[config.mk]
export PLATFORM = sky130hd
export DESIGN_NAME = mempool_ctrl_registers
export DESIGN_NICKNAME = d
export VERILOG_FILES = /design/src/mempool_pkg.sv /design/src/mempool_ctrl_registers.sv
export SDC_FILE = /design/constraint.sdc
export NUM_CORES = 1
export LEC_CHECK = 0
export BUFFER_PORTS_ARGS = -buffer_cell sky130_fd_sc_hd__buf_2
export CORE_AREA = 2 2 69 97
export DETAILED_ROUTE_END_ITERATION = 8
export DIE_AREA = 0 0 71 99
export MAX_ROUTING_LAYER = met4
export PLACE_DENSITY = 0.93
export SLEW_MARGIN = 10
export SYNTH_ARGS = -nofsm -noshare
export SYNTH_HDL_FRONTEND = slang
export SYNTH_SLANG_ARGS = --single-unit
[constraint.sdc]
create_clock -name clk_i -period 3.7 [get_ports clk_i]
set_input_delay 0 -clock clk_i [delete_from_list [all_inputs] [get_ports clk_i]]
set_output_delay 0 -clock clk_i [all_outputs]
set_load 0.02 [all_outputs]
[src/mempool_pkg.sv]
// #########################################################################
// Address map, L2 geometry, boot ROM image and shared request types.
// L2 is 4 KiB over four word-interleaved banks. Only word accesses exist.
// #########################################################################

package mempool_pkg;

  localparam int unsigned AddrWidth = 32;
  localparam int unsigned DataWidth = 32;
  localparam int unsigned StrbWidth = DataWidth / 8;
  localparam int unsigned ByteOffWidth = $clog2(StrbWidth);

  typedef logic [AddrWidth-1:0] addr_t;
  typedef logic [DataWidth-1:0] data_t;
  typedef logic [StrbWidth-1:0] strb_t;

  // System address map
  localparam addr_t CtrlRegistersBaseAddr = 32'h4000_0000;
  localparam addr_t CtrlRegistersEndAddr  = 32'h4000_FFFF;
  localparam addr_t L2MemoryBaseAddr      = 32'h8000_0000;
  localparam addr_t L2Size                = 32'h0000_1000;
  localparam addr_t L2MemoryEndAddr       = L2MemoryBaseAddr + L2Size - 1;
  localparam addr_t BootromBaseAddr       = 32'hA000_0000;
  localparam addr_t BootromEndAddr        = 32'hA000_FFFF;

  // L2 geometry, bank from addr[3:2] and row from addr[11:4]
  localparam int unsigned NumL2Banks     = 4;
  localparam int unsigned L2BankNumWords = 256;
  localparam int unsigned L2BankIdxWidth = $clog2(NumL2Banks);
  localparam int unsigned L2RowWidth     = $clog2(L2BankNumWords);
  localparam int unsigned L2WindowWidth  = AddrWidth - L2RowWidth - L2BankIdxWidth - ByteOffWidth;

  localparam int unsigned BootromNumWords = 8;
  localparam int unsigned BootromIdxWidth = $clog2(BootromNumWords);
  // Park loop, harts sleep in wfi until woken
  localparam data_t [0:BootromNumWords-1] BootromContent = '{
    0: 32'hf140_2573, // csrr a0, mhartid
    1: 32'h0000_0297, // auipc t0, 0
    2: 32'h01c2_8293,
    3: 32'h3052_9073, // mtvec
    4: 32'h3004_6073,
    5: 32'h1050_0073, // wfi
    6: 32'hffdf_f06f,
    7: 32'h0000_0013
  };

  localparam int unsigned NumCores     = 4;
  localparam addr_t       TCDMBaseAddr = 32'h0000_0000;
  localparam addr_t       TCDMSize     = 32'h0001_0000;

  // Control register indices, addr[5:2]
  localparam int unsigned RegIdxWidth    = 4;
  localparam int unsigned NumCtrlRegs    = 6;
  localparam logic [RegIdxWidth-1:0] RegEoc         = 4'd0;
  localparam logic [RegIdxWidth-1:0] RegWakeUp      = 4'd1;
  localparam logic [RegIdxWidth-1:0] RegTcdmStart   = 4'd2;
  localparam logic [RegIdxWidth-1:0] RegTcdmEnd     = 4'd3;
  localparam logic [RegIdxWidth-1:0] RegNumCores    = 4'd4;
  localparam logic [RegIdxWidth-1:0] RegRoCacheCtrl = 4'd5;

  typedef enum logic [1:0] {
    TgtL2,
    TgtBootrom,
    TgtCtrl,
    TgtNone
  } target_e;

  typedef struct packed {
    logic [L2WindowWidth-1:0]  window;
    logic [L2RowWidth-1:0]     row;
    logic [L2BankIdxWidth-1:0] bank;
    logic [ByteOffWidth-1:0]   offset;
  } l2_addr_t;

  typedef struct packed {
    logic [AddrWidth-RegIdxWidth-ByteOffWidth-1:0] window;
    logic [RegIdxWidth-1:0]                        reg_idx;
    logic [ByteOffWidth-1:0]                       offset;
  } ctrl_addr_t;

  typedef union packed {
    l2_addr_t   l2;
    ctrl_addr_t ctrl;
  } sys_addr_u;

  typedef struct packed {
    logic  valid;
    logic  we;
    addr_t addr;
    data_t wdata;
    strb_t strb;
  } host_req_t;

  typedef struct packed {
    logic  valid;
    logic  err;
    data_t rdata;
  } host_rsp_t;

  typedef struct packed {
    logic      valid;
    target_e   target;
    logic      err;   // Illegal access, no target acts on it
    logic      we;
    sys_addr_u addr;
    data_t     wdata;
    strb_t     strb;
  } dec_req_t;

endpackage

[src/mempool_ctrl_registers.sv]
// #########################################################################
// Stage 2 control registers. Writes are whole words, strobes are ignored.
// Writes to read-only registers are dropped without an error.
// #########################################################################
`timescale 1ns/1ps

module mempool_ctrl_registers
  import mempool_pkg::*;
(
  input  logic                clk_i,
  input  logic                rst_i,
  input  dec_req_t            dec_i,
  output data_t               rdata_o,
  output logic [NumCores-1:0] wake_up_o,
  output data_t               eoc_o,
  output logic                eoc_valid_o,
  output logic                ro_cache_en_o
);

  logic                   access, wr_en;
  logic [RegIdxWidth-1:0] idx;
  data_t                  rd_word;
  data_t                  rdata_q;
  data_t                  eoc_q;
  logic                   eoc_valid_q;
  logic                   ro_cache_en_q;
  logic [NumCores-1:0]    wake_up_q;

  assign access = dec_i.valid && !dec_i.err && (dec_i.target == TgtCtrl);
  assign wr_en  = access && dec_i.we;
  assign idx    = dec_i.addr.ctrl.reg_idx;

  always_ff @(posedge clk_i) begin
    if (rst_i) begin
      eoc_q         <= '0;
      eoc_valid_q   <= 1'b0;
      ro_cache_en_q <= 1'b0;
      wake_up_q     <= '0;
    end else begin
      wake_up_q <= '0;                     // Single-cycle pulse
      if (wr_en) begin
        case (idx)
          RegEoc: begin
            eoc_q       <= dec_i.wdata;
            eoc_valid_q <= 1'b1;           // Sticky until reset
          end
          RegWakeUp:      wake_up_q     <= dec_i.wdata[NumCores-1:0];
          RegRoCacheCtrl: ro_cache_en_q <= dec_i.wdata[0];
          default: ;
        endcase
      end
    end
  end

  always_comb begin
    case (idx)
      RegEoc:         rd_word = eoc_q;
      RegTcdmStart:   rd_word = TCDMBaseAddr;
      RegTcdmEnd:     rd_word = TCDMBaseAddr + TCDMSize;
      RegNumCores:    rd_word = DataWidth'(NumCores);
      RegRoCacheCtrl: rd_word = {{(DataWidth-1){1'b0}}, ro_cache_en_q};
      default:        rd_word = '0;        // Wake-up reads as zero
    endcase
  end

  always_ff @(posedge clk_i) begin
    if (access && !dec_i.we) begin
      rdata_q <= rd_word;
    end
  end

  assign rdata_o       = rdata_q;
  assign wake_up_o     = wake_up_q;
  assign eoc_o         = eoc_q;
  assign eoc_valid_o   = eoc_valid_q;
  assign ro_cache_en_o = ro_cache_en_q;

  // A second pulse needs a fresh wake-up write
  assert property (@(posedge clk_i) disable iff (rst_i)
    (wake_up_o != '0) |=> (wake_up_o == '0) || $past(wr_en && (idx == RegWakeUp)));

endmodule

---- Word level (Yosys, flattened, before mapping) ----
Index checks and enable logic that the tools add are counted.
word-level totals
  flip-flop bits (word level) ............. 70
  output and inout bits ................... 70
operators by class
  equality and inequality tests ........... 5
  muxes and demuxes ....................... 1
  bitwise operators ....................... 2
  reduce and logical (&&, ||, !) cells .... 10
operator list
  operator              count
  $pmux W32 S4          1
  $eq A4 B3 Y1 const B  2
  $eq A4 B1 Y1 const B  1
  $eq A4 B2 Y1 const B  1
  $logic_and A1 B1 Y1   4
  $logic_not A4 Y1      1
  $reduce_and A2 Y1     2
  $reduce_or A3 Y1      1
  $eq A2 B2 Y1 const B  1
  $logic_not A1 Y1      2
  $not A1 Y1            2

---- Logic depth before layout (Yosys ltp) ----
Gate-level depths: netlist (run 1).
  word-level depth ........................ 6
  gate-level depth with buffers ........... 5
  mapped depth without buffers ............ 3

---- Worst setup path after synthesis (run 1) ----
Ideal clock, no wire load.
  path kind ............................... input port to flip-flop
  start ................................... in dec_i[70] (netlist bit)
  end ..................................... reg rdata_q[0], in the netlist rdata_o[0], enable pin
  library setup time ...................... 0.425 ns
  arrival ................................. 1.792 ns
  setup slack ............................. 1.482 ns
  stages on the path ...................... 2
  buffers on the path ..................... 0
  path through ............................ and4bb_2 > nor2b_1
between the ends
  longest elaborated chain between the ends .. 3
RTL lines
  element               RTL line                      source
  start, declared       mempool_ctrl_registers.sv:12  input dec_req_t dec_i,
  $eq A2 B2 Y1          mempool_ctrl_registers.sv:29  assign access = dec_i.valid && !dec_i.err && (dec_i.target == TgtCtrl);
  $logic_and A1 B1 Y1   mempool_ctrl_registers.sv:29
  $logic_and A1 B1 Y1   mempool_ctrl_registers.sv:67  if (access && !dec_i.we) begin
  end signal, assigned  mempool_ctrl_registers.sv:68  rdata_q <= rd_word;
  end, declared         mempool_ctrl_registers.sv:23  data_t rdata_q;
Every way passes these cells.
A chain may end at the register's enable or synchronous reset.

---- Worst setup path in the final report (run 1) ----
  start ................................... in dec_i[68] (netlist bit)
  end ..................................... reg eoc_q[5], in the netlist eoc_o[5]
between the ends
  longest elaborated chain between the ends .. 2
RTL lines
  element                             RTL line                      source
  $logic_and A1 B1 Y1                 mempool_ctrl_registers.sv:30  assign wr_en = access && dec_i.we;
  $reduce_and A2 Y1 (no source line)  --
  end signal, assigned                mempool_ctrl_registers.sv:44  eoc_q <= dec_i.wdata;
  end, declared                       mempool_ctrl_registers.sv:24  data_t eoc_q;
Every way passes these cells.

==> results.ini, run 1 <==
[status]
status = complete, no violations

[worst_setup_path]
critical_path.max_fanout = 32
worstSetupStartpointType = input pin
critical_path_arrival_ns = 1.90
required_ns = 3.96
critPathLaunch = dec_i[68]
endpoint_kind = flop
worstSetupPathType = input pin to flop
rr_startpoint = eoc_o[16]

[timing]
worstMarginPinSlew_ns = 1.02
slew_headroom_pct = 31.8
finalSetupTns_ns = 0
max_freq_mhz = 609
grt_setup_unrepaired = false
setup_viol = 0
min_period_over_period_pct = 44.4
fin_crit_ns = 1.64
setup_ws_ns = 2.06
worst_clock_skew_ns = 0.00750
slew_viol_final = 0
hold_viol = 0
whs_ns = 0.0251

[synthesis]
syn_nets = 306
synth-seq-area-share_pct = 59.3
synthDistinctLibCells = 22
synth_compound_area_share_pct = 0.732
synth_area_um2 = 2900
synth_xor_xnor_area_share_pct = 0
yosys_warnings = 0
synthMuxAreaShare_pct = 11.4
synthSimpleGateAreaFrac_pct = 24.9
ys_ff_latch = 70
synthAdderAreaFrac_pct = 0
synth_top_family_by_area = simple AND/OR/NAND/NOR gates
synth_cells = 231
syn_avg_cell_area_um2 = 12.6

[die]
fp.dieW_um = 71
rows = 34
io_pins = 145
die_h_um = 99
dieArea_um2 = 7030
start_util_pct = 47.1
core_area_um2 = 6170

[routing]
routedWlPerCell_um = 14.2
firstDrtPassIters = 5
viasPerCell = 4.78
drtIter0Drc = 120
postRouteAntennaNets = 0
drt_wl_total_um = 6420
post-route-drc-count = 0
num_vias = 2157

[finish]
final_cell_mix = buf_2, nand2b_1, dfxtp_1
fill_cells = 474
antenna_cells = 0
multiInputGateArea_um2 = 1080
area_growth_syn_to_layout_pct = 37.1
utilization_pct = 64.5
drive_above_1_share_pct = 35.1
final_area_um2 = 3980
final_cells = 451
fin_nets = 449
seqCellArea_um2 = 1720
final_common_cell = buf_2

[power_and_ir_drop]
netSwitchingFraction_pct = 21.5
finalPower_mw = 1.49
p_clk_share_pct = 39.6
power_density_nw_per_um2 = 374
peakVddDrop_uv = 273
p_leak_nw = 1.76
seq_power_share_pct = 54.0
power.switching_mw = 0.321
p_int_mw = 1.17
combPwrFrac_pct = 6.4

[clock_network]
root_buffer = clkbuf_8
clk_pin_slew_worst_paths_ns = 0.08
postCtsSetupBuffers = 0
cts.sinks = 70
cts_buffers = 9
clk_latency_ns = 0.34
cts_tree = done
cts_buffer_depth = 2
ctsHtreeMaxLevel = 3
cts_resized = 0

[placed_design]
place_hpwl_um = 3880
port_buffers = 112
pre_cts_slack_ns = 1.94
post_dp_cell_area_um2 = 3460
routabilityCongestion = 0.841
placed_cells = 402

[worst_hold_path]
worstHoldStart = dec_i[41]
min_path_type = input pin to flop

[global_route]
antenna_found_initial = 0
grt_pass1_wl_um = 10400
grt_pass1_vias = 2166
grt_util_all_layers_pct = 19.9
grt_max_degree = 68
grt-ovfl-total = 0

[flow_run]
max-cap-violations = 0

[timing repair]
item                                    CTS  global route
endpoints found under the hold margin    38             0
endpoints found under the setup margin    0             0
hold buffers                             33             0
[flip-flops by register name, indices dropped and copies added (netlist names)]
signal,flops
wake_up_o,4
ro_cache_en_o,1
eoc_o,32
eoc_valid_o,1
rdata_o,32
[critical path, cell delays in order]
cell           delay [ns]
dlygate4sd3_1        0.52
buf_2                0.16
and3_2               0.89
mux2i_1              0.32
[worst paths after layout]
kind                            cells after the start  slack, ns     endpoint
worst min register to register                      2       0.47  eoc_valid_o
worst max register to register                      3       2.81  rdata_o[16]
worst max-delay path                                4       2.06     eoc_o[5]
worst min-delay path                                2       0.03   rdata_o[2]
[cells by family (layout without fill, tap and decap cells)]
group | count (synthesis) | after routing
DFF | 70 | 70
AOI/OAI and AO/OA | 3 | 3
and+or+nand+nor | 111 | 111
buffers and inverters | 14 | 162
muxes | 33 | 33
[layout make-up]
type,instances,area share (%)
clock buffers,9,3.11
clock inverters,7,1.63
multi-input cells,147,27.2
flip-flops and latches,70,43.2
well taps,72,2.26
repair buffers,146,22.6
[cell usage after synthesis]
library cell / count / share of area [%]
edfxtp_1: 32 / 33
nor3_1: 1 / 0.17
dfxtp_1: 38 / 26
and4bb_2: 2 / 0.86
a22o_2: 1 / 0.34
nor3b_1: 1 / 0.26
and3_1: 1 / 0.22
clkbuf_1: 10 / 1.3
and4b_1: 1 / 0.34
and2_1: 33 / 7.1
a21oi_1: 1 / 0.17
nand2b_1: 65 / 14
nand3_1: 1 / 0.17
a31oi_1: 1 / 0.22
buf_6: 1 / 0.39
buf_12: 3 / 2.1
nor4_4: 1 / 0.73
nor2b_1: 1 / 0.22
nor4b_1: 1 / 0.30
mux2i_1: 33 / 11
nor4_1: 1 / 0.22
nor2_1: 2 / 0.26
[metal layers]
layer / GRT usage [%] / wire length, µm
met1: 21.3 / 2550
met3: 6.54 / 374
met4: 9.00 / 167
met5: - / 0
met2: 33.0 / 3330
[power by group through the flow]
stage	combinational (mW)	clock (mW)	sequential (mW)
2_1_floorplan	0.0316	0	0.824
3_3_place_gp	0.0646	0	0.822
3_5_place_dp	0.0668	0	0.822
4_1_cts	0.0940	0.607	0.804
5_1_grt	0.104	0.635	0.804
6_report	0.0947	0.590	0.805
No activity file was read; power rests on OpenSTA's default activity.
==> inputs of run 2 (changes only) <==
--- a/config.mk
+++ b/config.mk
@@ -6,11 +6,11 @@
 export NUM_CORES = 1
 export LEC_CHECK = 0
 export BUFFER_PORTS_ARGS = -buffer_cell sky130_fd_sc_hd__buf_2
-export CORE_AREA = 2 2 69 97
+export CORE_AREA = 2 2 75 105
 export DETAILED_ROUTE_END_ITERATION = 8
-export DIE_AREA = 0 0 71 99
+export DIE_AREA = 0 0 77 107
 export MAX_ROUTING_LAYER = met4
-export PLACE_DENSITY = 0.93
+export PLACE_DENSITY = 0.85
 export SLEW_MARGIN = 10
 export SYNTH_ARGS = -nofsm -noshare
 export SYNTH_HDL_FRONTEND = slang
==> constraint.sdc (replaced) <==
create_clock -name clk_i -period 1.4 [get_ports clk_i]
set_input_delay 0 -clock clk_i [delete_from_list [all_inputs] [get_ports clk_i]]
set_output_delay 0 -clock clk_i [all_outputs]
set_load 0.02 [all_outputs]
==> run 2 against run 1 <==
Net effect: die area is 17% higher; sequential power grew to 2.6 times the previous value; critical path depth grew 2; cell area is 4.7% higher; clock skew up 0.0031 ns; global-route usage is 2.1 points lower; largest power group unchanged; register-to-register slack got worse by 2.3 ns.
==> results.ini, run 2 (synthesis gave the netlist of run 1 again) <==
[routing]
viasPerCell = 4.63  ; -3.1%
post-route-drc-count = 0  ; unchanged
postRouteAntennaNets = 0  ; unchanged
drt_wl_total_um = 6940  ; +8.0%
drtIter0Drc = 80  ; -33%
routedWlPerCell_um = 14.3  ; +0.62%
num_vias = 2243  ; +4.0%
firstDrtPassIters = 4  ; -1

[power_and_ir_drop]
peakVddDrop_uv = 603  ; +120%
p_leak_nw = 1.83  ; +3.9%
power_density_nw_per_um2 = 962  ; +160%
finalPower_mw = 4.01  ; +170%

[worst_setup_path]
required_ns = 1.68  ; -2.28 ns
endpoint_kind = flop
max_stage_delay_ns = 0.54  ; -0.35 ns
crit_path_top_delay_cell = dlygate4sd3_1
path_delay_family = buffers and inverters
critical_path.max_fanout = 9  ; -72%
worstSetupPathType = input pin to flop
crit_buf_inv = 3  ; +1
reg2reg_depth = 3  ; unchanged
worstPathCellList = dlygate4sd3_1 -> buf_2 -> nor4_4 -> and3_4 -> buf_12 -> mux2i_2
worstSetupStartpointType = input pin
critical_path_cell_count = 6  ; +2
critical_path_arrival_ns = 1.61  ; -0.29 ns

[clock_network]
ctsHtreeMaxLevel = 3  ; unchanged
postCtsSetupBuffers = 0  ; unchanged
cts_buffer_depth = 2  ; unchanged
root_buffer = clkbuf_8
cts_buffers = 9  ; unchanged
cts_tree = done
clk_pin_slew_worst_paths_ns = 0.08  ; about the same
cts.sinks = 70  ; unchanged
clk_latency_ns = 0.36  ; +0.02 ns

[finish]
final_cell_mix = buf_2, nand2b_1, dfxtp_1, dlygate4sd3_1, and2_1
multiInputGateArea_um2 = 1090  ; +0.69%
seqCellArea_um2 = 1720  ; unchanged
area_growth_syn_to_layout_pct = 43.5
drive_above_1_share_pct = 36.4  ; +1.3 points
antenna_cells = 0  ; unchanged
fill_cells = 620  ; +31%
fin_nets = 457  ; +1.8%
final_common_cell = buf_2

[worst_hold_path]
min_path_type = input pin to flop
worstHoldPathCells = 2  ; unchanged

[die]
dieArea_um2 = 8240  ; +17%
die_h_um = 107  ; +8.1%
fp.dieW_um = 77  ; +8.5%
io_pins = 145  ; unchanged
rows = 37  ; +8.8%
core_area_um2 = 7310  ; +19%
start_util_pct = 39.7  ; -7.4 points

[global_route]
antenna_found_initial = 0  ; unchanged
grt_max_degree = 43  ; -37%
grt_util_all_layers_pct = 17.7  ; -2.1 points
grt_pass1_wl_um = 10600  ; +2.5%
grt_pass1_vias = 2225  ; +2.7%
grt-ovfl-total = 0  ; unchanged

[status]
status = complete, no violations

[timing]
slew_headroom_pct = 75.2  ; +43 points
max_freq_mhz = 749
fin_crit_ns = 1.34
grt_setup_unrepaired = false
slew_viol_final = 0  ; unchanged
finalSetupTns_ns = 0  ; unchanged
worst_clock_skew_ns = 0.0106  ; +0.00310 ns
min_period_over_period_pct = 95.4
worstMarginPinSlew_ns = 0.373  ; -0.651 ns
hold_viol = 0  ; unchanged
setup_viol = 0  ; unchanged

[placed_design]
place_hpwl_um = 4350  ; +12%
routabilityCongestion = 0.780  ; -7.3%
port_buffers = 112  ; unchanged

[flow_run]
max-cap-violations = 0  ; unchanged

[run 2: cell count changes in the layout (fill, tap and decap cells not counted), sizes merged]
cell / delta
clkbuf: +4
inv: +1
dlygate4sd3: +2
bufinv: -1
clkinv: -3
buf: +5
[run 2: worst paths after layout]
kind,start,to,slack (ns)
min reg2reg,eoc_valid_o,eoc_valid_o,0.47
min,dec_i[38],rdata_o[2],0.04
max reg2reg,eoc_o[16],rdata_o[16],0.48
max,dec_i[41],eoc_o[28],0.06
[run 2: power breakdown]
group	total [mW]	switching (mW)	internal [mW]
Combinational	0.269	0.106	0.163
Sequential	2.13	0.00159	2.12
Clock	1.61	0.756	0.857
Total	4.01	0.863	3.15
[run 2: routing by layer]
metal,GRT usage [%],share of wire [%],vias to the layer above
met1,16.8,36,1060
met2,31.5,55,81
met4,13.4,4.6,0
li1,-,-,1077
met3,3.62,4.2,25
met5,-,0,-
[run 2: what timing repair did]
item | in CTS | in global routing
hold buffers | 35 | 0
resized for setup | 0 | 2
endpoints found under the hold margin | 40 | 0
setup endpoints to repair | 0 | 2
[run 2: area by class of cell]
| type | instances | share of cell area (%) |
|---|---|---|
| Sequential cell | 70 | 41.3 |
| Tap cell | 97 | 2.91 |
| Timing Repair Buffer | 154 | 24.7 |
| Clock buffer | 12 | 4.26 |
| Multi-Input combinational cell | 147 | 26.2 |
| Clock inverter | 4 | 0.601 |
[run 2: through the flow]
| step | setup WS [ns] | utilization, % | hold WS, ns | std cells | area (µm²) |
|---|---|---|---|---|---|
| 2_1_floorplan | 0.133 | - | 0.122 | 231 | 2910 |
| 3_3_place_gp | 0.215 | 49.0 | 0.230 | 432 | 3580 |
| 3_5_place_dp | 0.191 | 49.0 | 0.233 | 432 | 3580 |
| 4_1_cts | 0.103 | 56.5 | 0.0101 | 483 | 4130 |
| 5_1_grt | 0.00677 | 57.0 | 0.0287 | 484 | 4170 |
| 6_report | 0.0648 | 57.0 | 0.0399 | 484 | 4170 |
==> inputs of run 3 (changes only) <==
--- a/config.mk
+++ b/config.mk
@@ -6,11 +6,12 @@
 export NUM_CORES = 1
 export LEC_CHECK = 0
 export BUFFER_PORTS_ARGS = -buffer_cell sky130_fd_sc_hd__buf_2
-export CORE_AREA = 2 2 75 105
+export CORE_AREA = 2 2 73 103
+export CTS_BUF_LIST = sky130_fd_sc_hd__clkbuf_2
 export DETAILED_ROUTE_END_ITERATION = 8
-export DIE_AREA = 0 0 77 107
+export DIE_AREA = 0 0 75 105
 export MAX_ROUTING_LAYER = met4
-export PLACE_DENSITY = 0.85
+export PLACE_DENSITY = 0.88
 export SLEW_MARGIN = 10
 export SYNTH_ARGS = -nofsm -noshare
 export SYNTH_HDL_FRONTEND = slang
==> run 3 against run 2 <==
Net effect: via count decreased by 1.9%; critical path type unchanged; cell area decreased by 1.5%; combinational power increased by 4%; utilization increased by 2.6 points; highest routed layer unchanged; hold slack improved by 0.012 ns; non-clock buffer count increased by 6; sequential power about the same.
==> results.ini, run 3 (synthesis gave the netlist of run 1 again) <==
[clock_network]
cts_buffer_depth = 2  ; unchanged
root_buffer = clkbuf_2
ctsHtreeMaxLevel = 3  ; unchanged
clk_latency_ns = 0.49  ; +0.13 ns
clk_pin_slew_worst_paths_ns = 0.18  ; +0.10 ns
postCtsSetupBuffers = 0  ; unchanged
cts_tree = done
cts.sinks = 70  ; unchanged
cts_buffers = 9  ; unchanged

[die]
core_area_um2 = 6890  ; -5.8%
die_h_um = 105  ; -1.9%
dieArea_um2 = 7880  ; -4.4%
rows = 36  ; -2.7%
fp.dieW_um = 75  ; -2.6%
io_pins = 145  ; unchanged
start_util_pct = 42.1  ; +2.4 points

[timing]
slew_headroom_pct = 78.9  ; +3.8 points
worst_clock_skew_ns = 0.0127  ; +0.00212 ns
max_freq_mhz = 726  ; -3.1%
whs_ns = 0.0517  ; +0.0118 ns
hold_viol = 0  ; unchanged
slew_viol_final = 0  ; unchanged
finalSetupTns_ns = 0  ; unchanged
grt_setup_unrepaired = false
worstMarginPinSlew_ns = 0.312  ; -0.0607 ns
setup_viol = 0  ; unchanged
min_period_over_period_pct = 98.4  ; +3.0 points
fin_crit_ns = 1.38  ; +0.0426 ns

[worst_setup_path]
reg2reg_depth = 3  ; unchanged
critical_path_arrival_ns = 1.80  ; +0.19 ns
critical_path.max_fanout = 5  ; -4
worstPathCellList = dlygate4sd3_1 -> buf_2 -> and4bb_4 -> nand3_1 -> mux2i_1 -> dlygate4sd3_1
crit_buf_inv = 3  ; unchanged
max_stage_delay_ns = 0.56  ; +0.02 ns
crit_top_cell = dlygate4sd3_1
crit_path_top_delay_cell = dlygate4sd3_1
worstSetupStartpointType = input pin
rrSetupSlack_ns = 0.24  ; -0.24 ns
required_ns = 1.82  ; +0.14 ns
critical_path_cell_count = 6  ; unchanged
worstSetupPathType = input pin to flop
endpoint_kind = flop
path_delay_family = buffers and inverters

[placed_design]
port_buffers = 112  ; unchanged
place_hpwl_um = 4460  ; +2.4%
routabilityCongestion = 0.765  ; -1.9%

[power_and_ir_drop]
netSwitchingFraction_pct = 22.4  ; +0.87 points
power_density_nw_per_um2 = 849  ; -12%
peakVddDrop_uv = 573  ; -5.0%
power.switching_mw = 0.781  ; -9.5%
combPwrFrac_pct = 8.1  ; +1.4 points
p_clk_share_pct = 30.9  ; -9.3 points
p_leak_nw = 1.81  ; -0.69%
p_int_mw = 2.70  ; -14%
seq_power_share_pct = 61.1  ; +8.0 points

[finish]
fill_cells = 566  ; -8.7%
final_cell_mix = buf_2, nand2b_1, dlygate4sd3_1, dfxtp_1
drive_above_1_share_pct = 35.6  ; -0.81 points
antenna_cells = 0  ; unchanged
final_common_cell = buf_2
utilization_pct = 59.5  ; +2.6 points
area_growth_syn_to_layout_pct = 41.3
fin_nets = 463  ; +1.3%

[global_route]
grt_max_degree = 43  ; unchanged
antenna_found_initial = 0  ; unchanged
grt-ovfl-total = 0  ; unchanged
grt.busiest_layer = met2
grt_use_met2_pct = 30.8  ; -0.69 points
grt_pass1_vias = 2226  ; +0.045%
met1_usage_pct = 19.2  ; +2.4 points
grt_pass1_wl_um = 10300  ; -2.6%
grt_util_all_layers_pct = 18.3  ; +0.58 points
use_met3_pct = 4.24  ; +0.62 points

[routing]
postRouteAntennaNets = 0  ; unchanged
routedWlPerCell_um = 13.9  ; -3.0%
post-route-drc-count = 0  ; unchanged
drt_wl_total_um = 6780  ; -2.2%
num_vias = 2201  ; -1.9%
drtIter0Drc = 67  ; -16%
firstDrtPassIters = 4  ; unchanged
viasPerCell = 4.51  ; -2.7%

[flow_run]
max-cap-violations = 0  ; unchanged

[worst_hold_path]
min_path_type = input pin to flop
worstHoldPathCells = 4  ; +2

[status]
status = complete, no violations

[run 3: cell count changes in the layout (fill, tap and decap cells not counted), sizes merged]
cell	before	now
inv	1	0
dlygate4sd3	35	41
bufinv	0	1
buf	118	119
clkinv	3	5
clkbuf	13	10
[run 3: timing repair]
item / 4_1_cts / 5_1_grt
gates resized for setup: 0 / 1
hold buffers: 40 / 2
endpoints found under the hold margin: 51 / 1
endpoints found under the setup margin: 0 / 1
[run 3: worst register-to-register path, delay by kind of cell, from the launching register on]
family	cells	cell delay, ns
multiplexers	1	0.11
buffers and inverters	1	0.55
AND/OR/NAND/NOR	1	0.06
flip-flops	1	0.40
[run 3: metal layers]
| layer | wire length (µm) | part of all wire [%] | vias up |
|---|---|---|---|
| met5 | 0 | 0 | - |
| met4 | 147 | 2.2 | 0 |
| met3 | 352 | 5.2 | 12 |
| met2 | 3650 | 54 | 73 |
| met1 | 2640 | 39 | 1026 |
| li1 | - | - | 1090 |
[run 3: worst paths after layout]
path / startpoint / endpoint
worst min-delay path: dec_i[72] / eoc_valid_o
worst min register to register: eoc_o[8] / eoc_o[8]
worst max register to register: ro_cache_en_o / ro_cache_en_o
worst max-delay path: dec_i[69] / ro_cache_en_o
[run 3: power groups by stage]
| stage | Sequential, mW | Clock, mW | Combinational, mW |
|---|---|---|---|
| global placement | 2.17 | 0 | 0.185 |
| global route | 2.13 | 1.21 | 0.305 |
| finish | 2.13 | 1.08 | 0.281 |
| detailed placement | 2.17 | 0 | 0.191 |
| CTS | 2.13 | 1.12 | 0.277 |
| floorplan | 2.18 | 0 | 0.0841 |
[run 3: metrics by stage]
stage          std cells  setup slack [ns]  total power, mW  cell area (µm²)
2_1_floorplan        231             0.133             2.26             2910
3_3_place_gp         431             0.233             2.36             3590
3_5_place_dp         431             0.177             2.36             3590
4_1_cts              487            0.0117             3.53             4090
5_1_grt              488            0.0153             3.64             4100
6_report             488            0.0222             3.49             4100
[run 3: layout make-up]
cell class / instances / area, µm² / share of cell area, %
Clock buffer: 10 / 50.0 / 1.22
Sequential cell: 70 / 1720 / 42.0
Timing Repair Buffer: 160 / 1070 / 26.2
Tap cell: 95 / 119 / 2.90
Multi-Input combinational cell: 147 / 1090 / 26.5
Clock inverter: 6 / 53.8 / 1.31
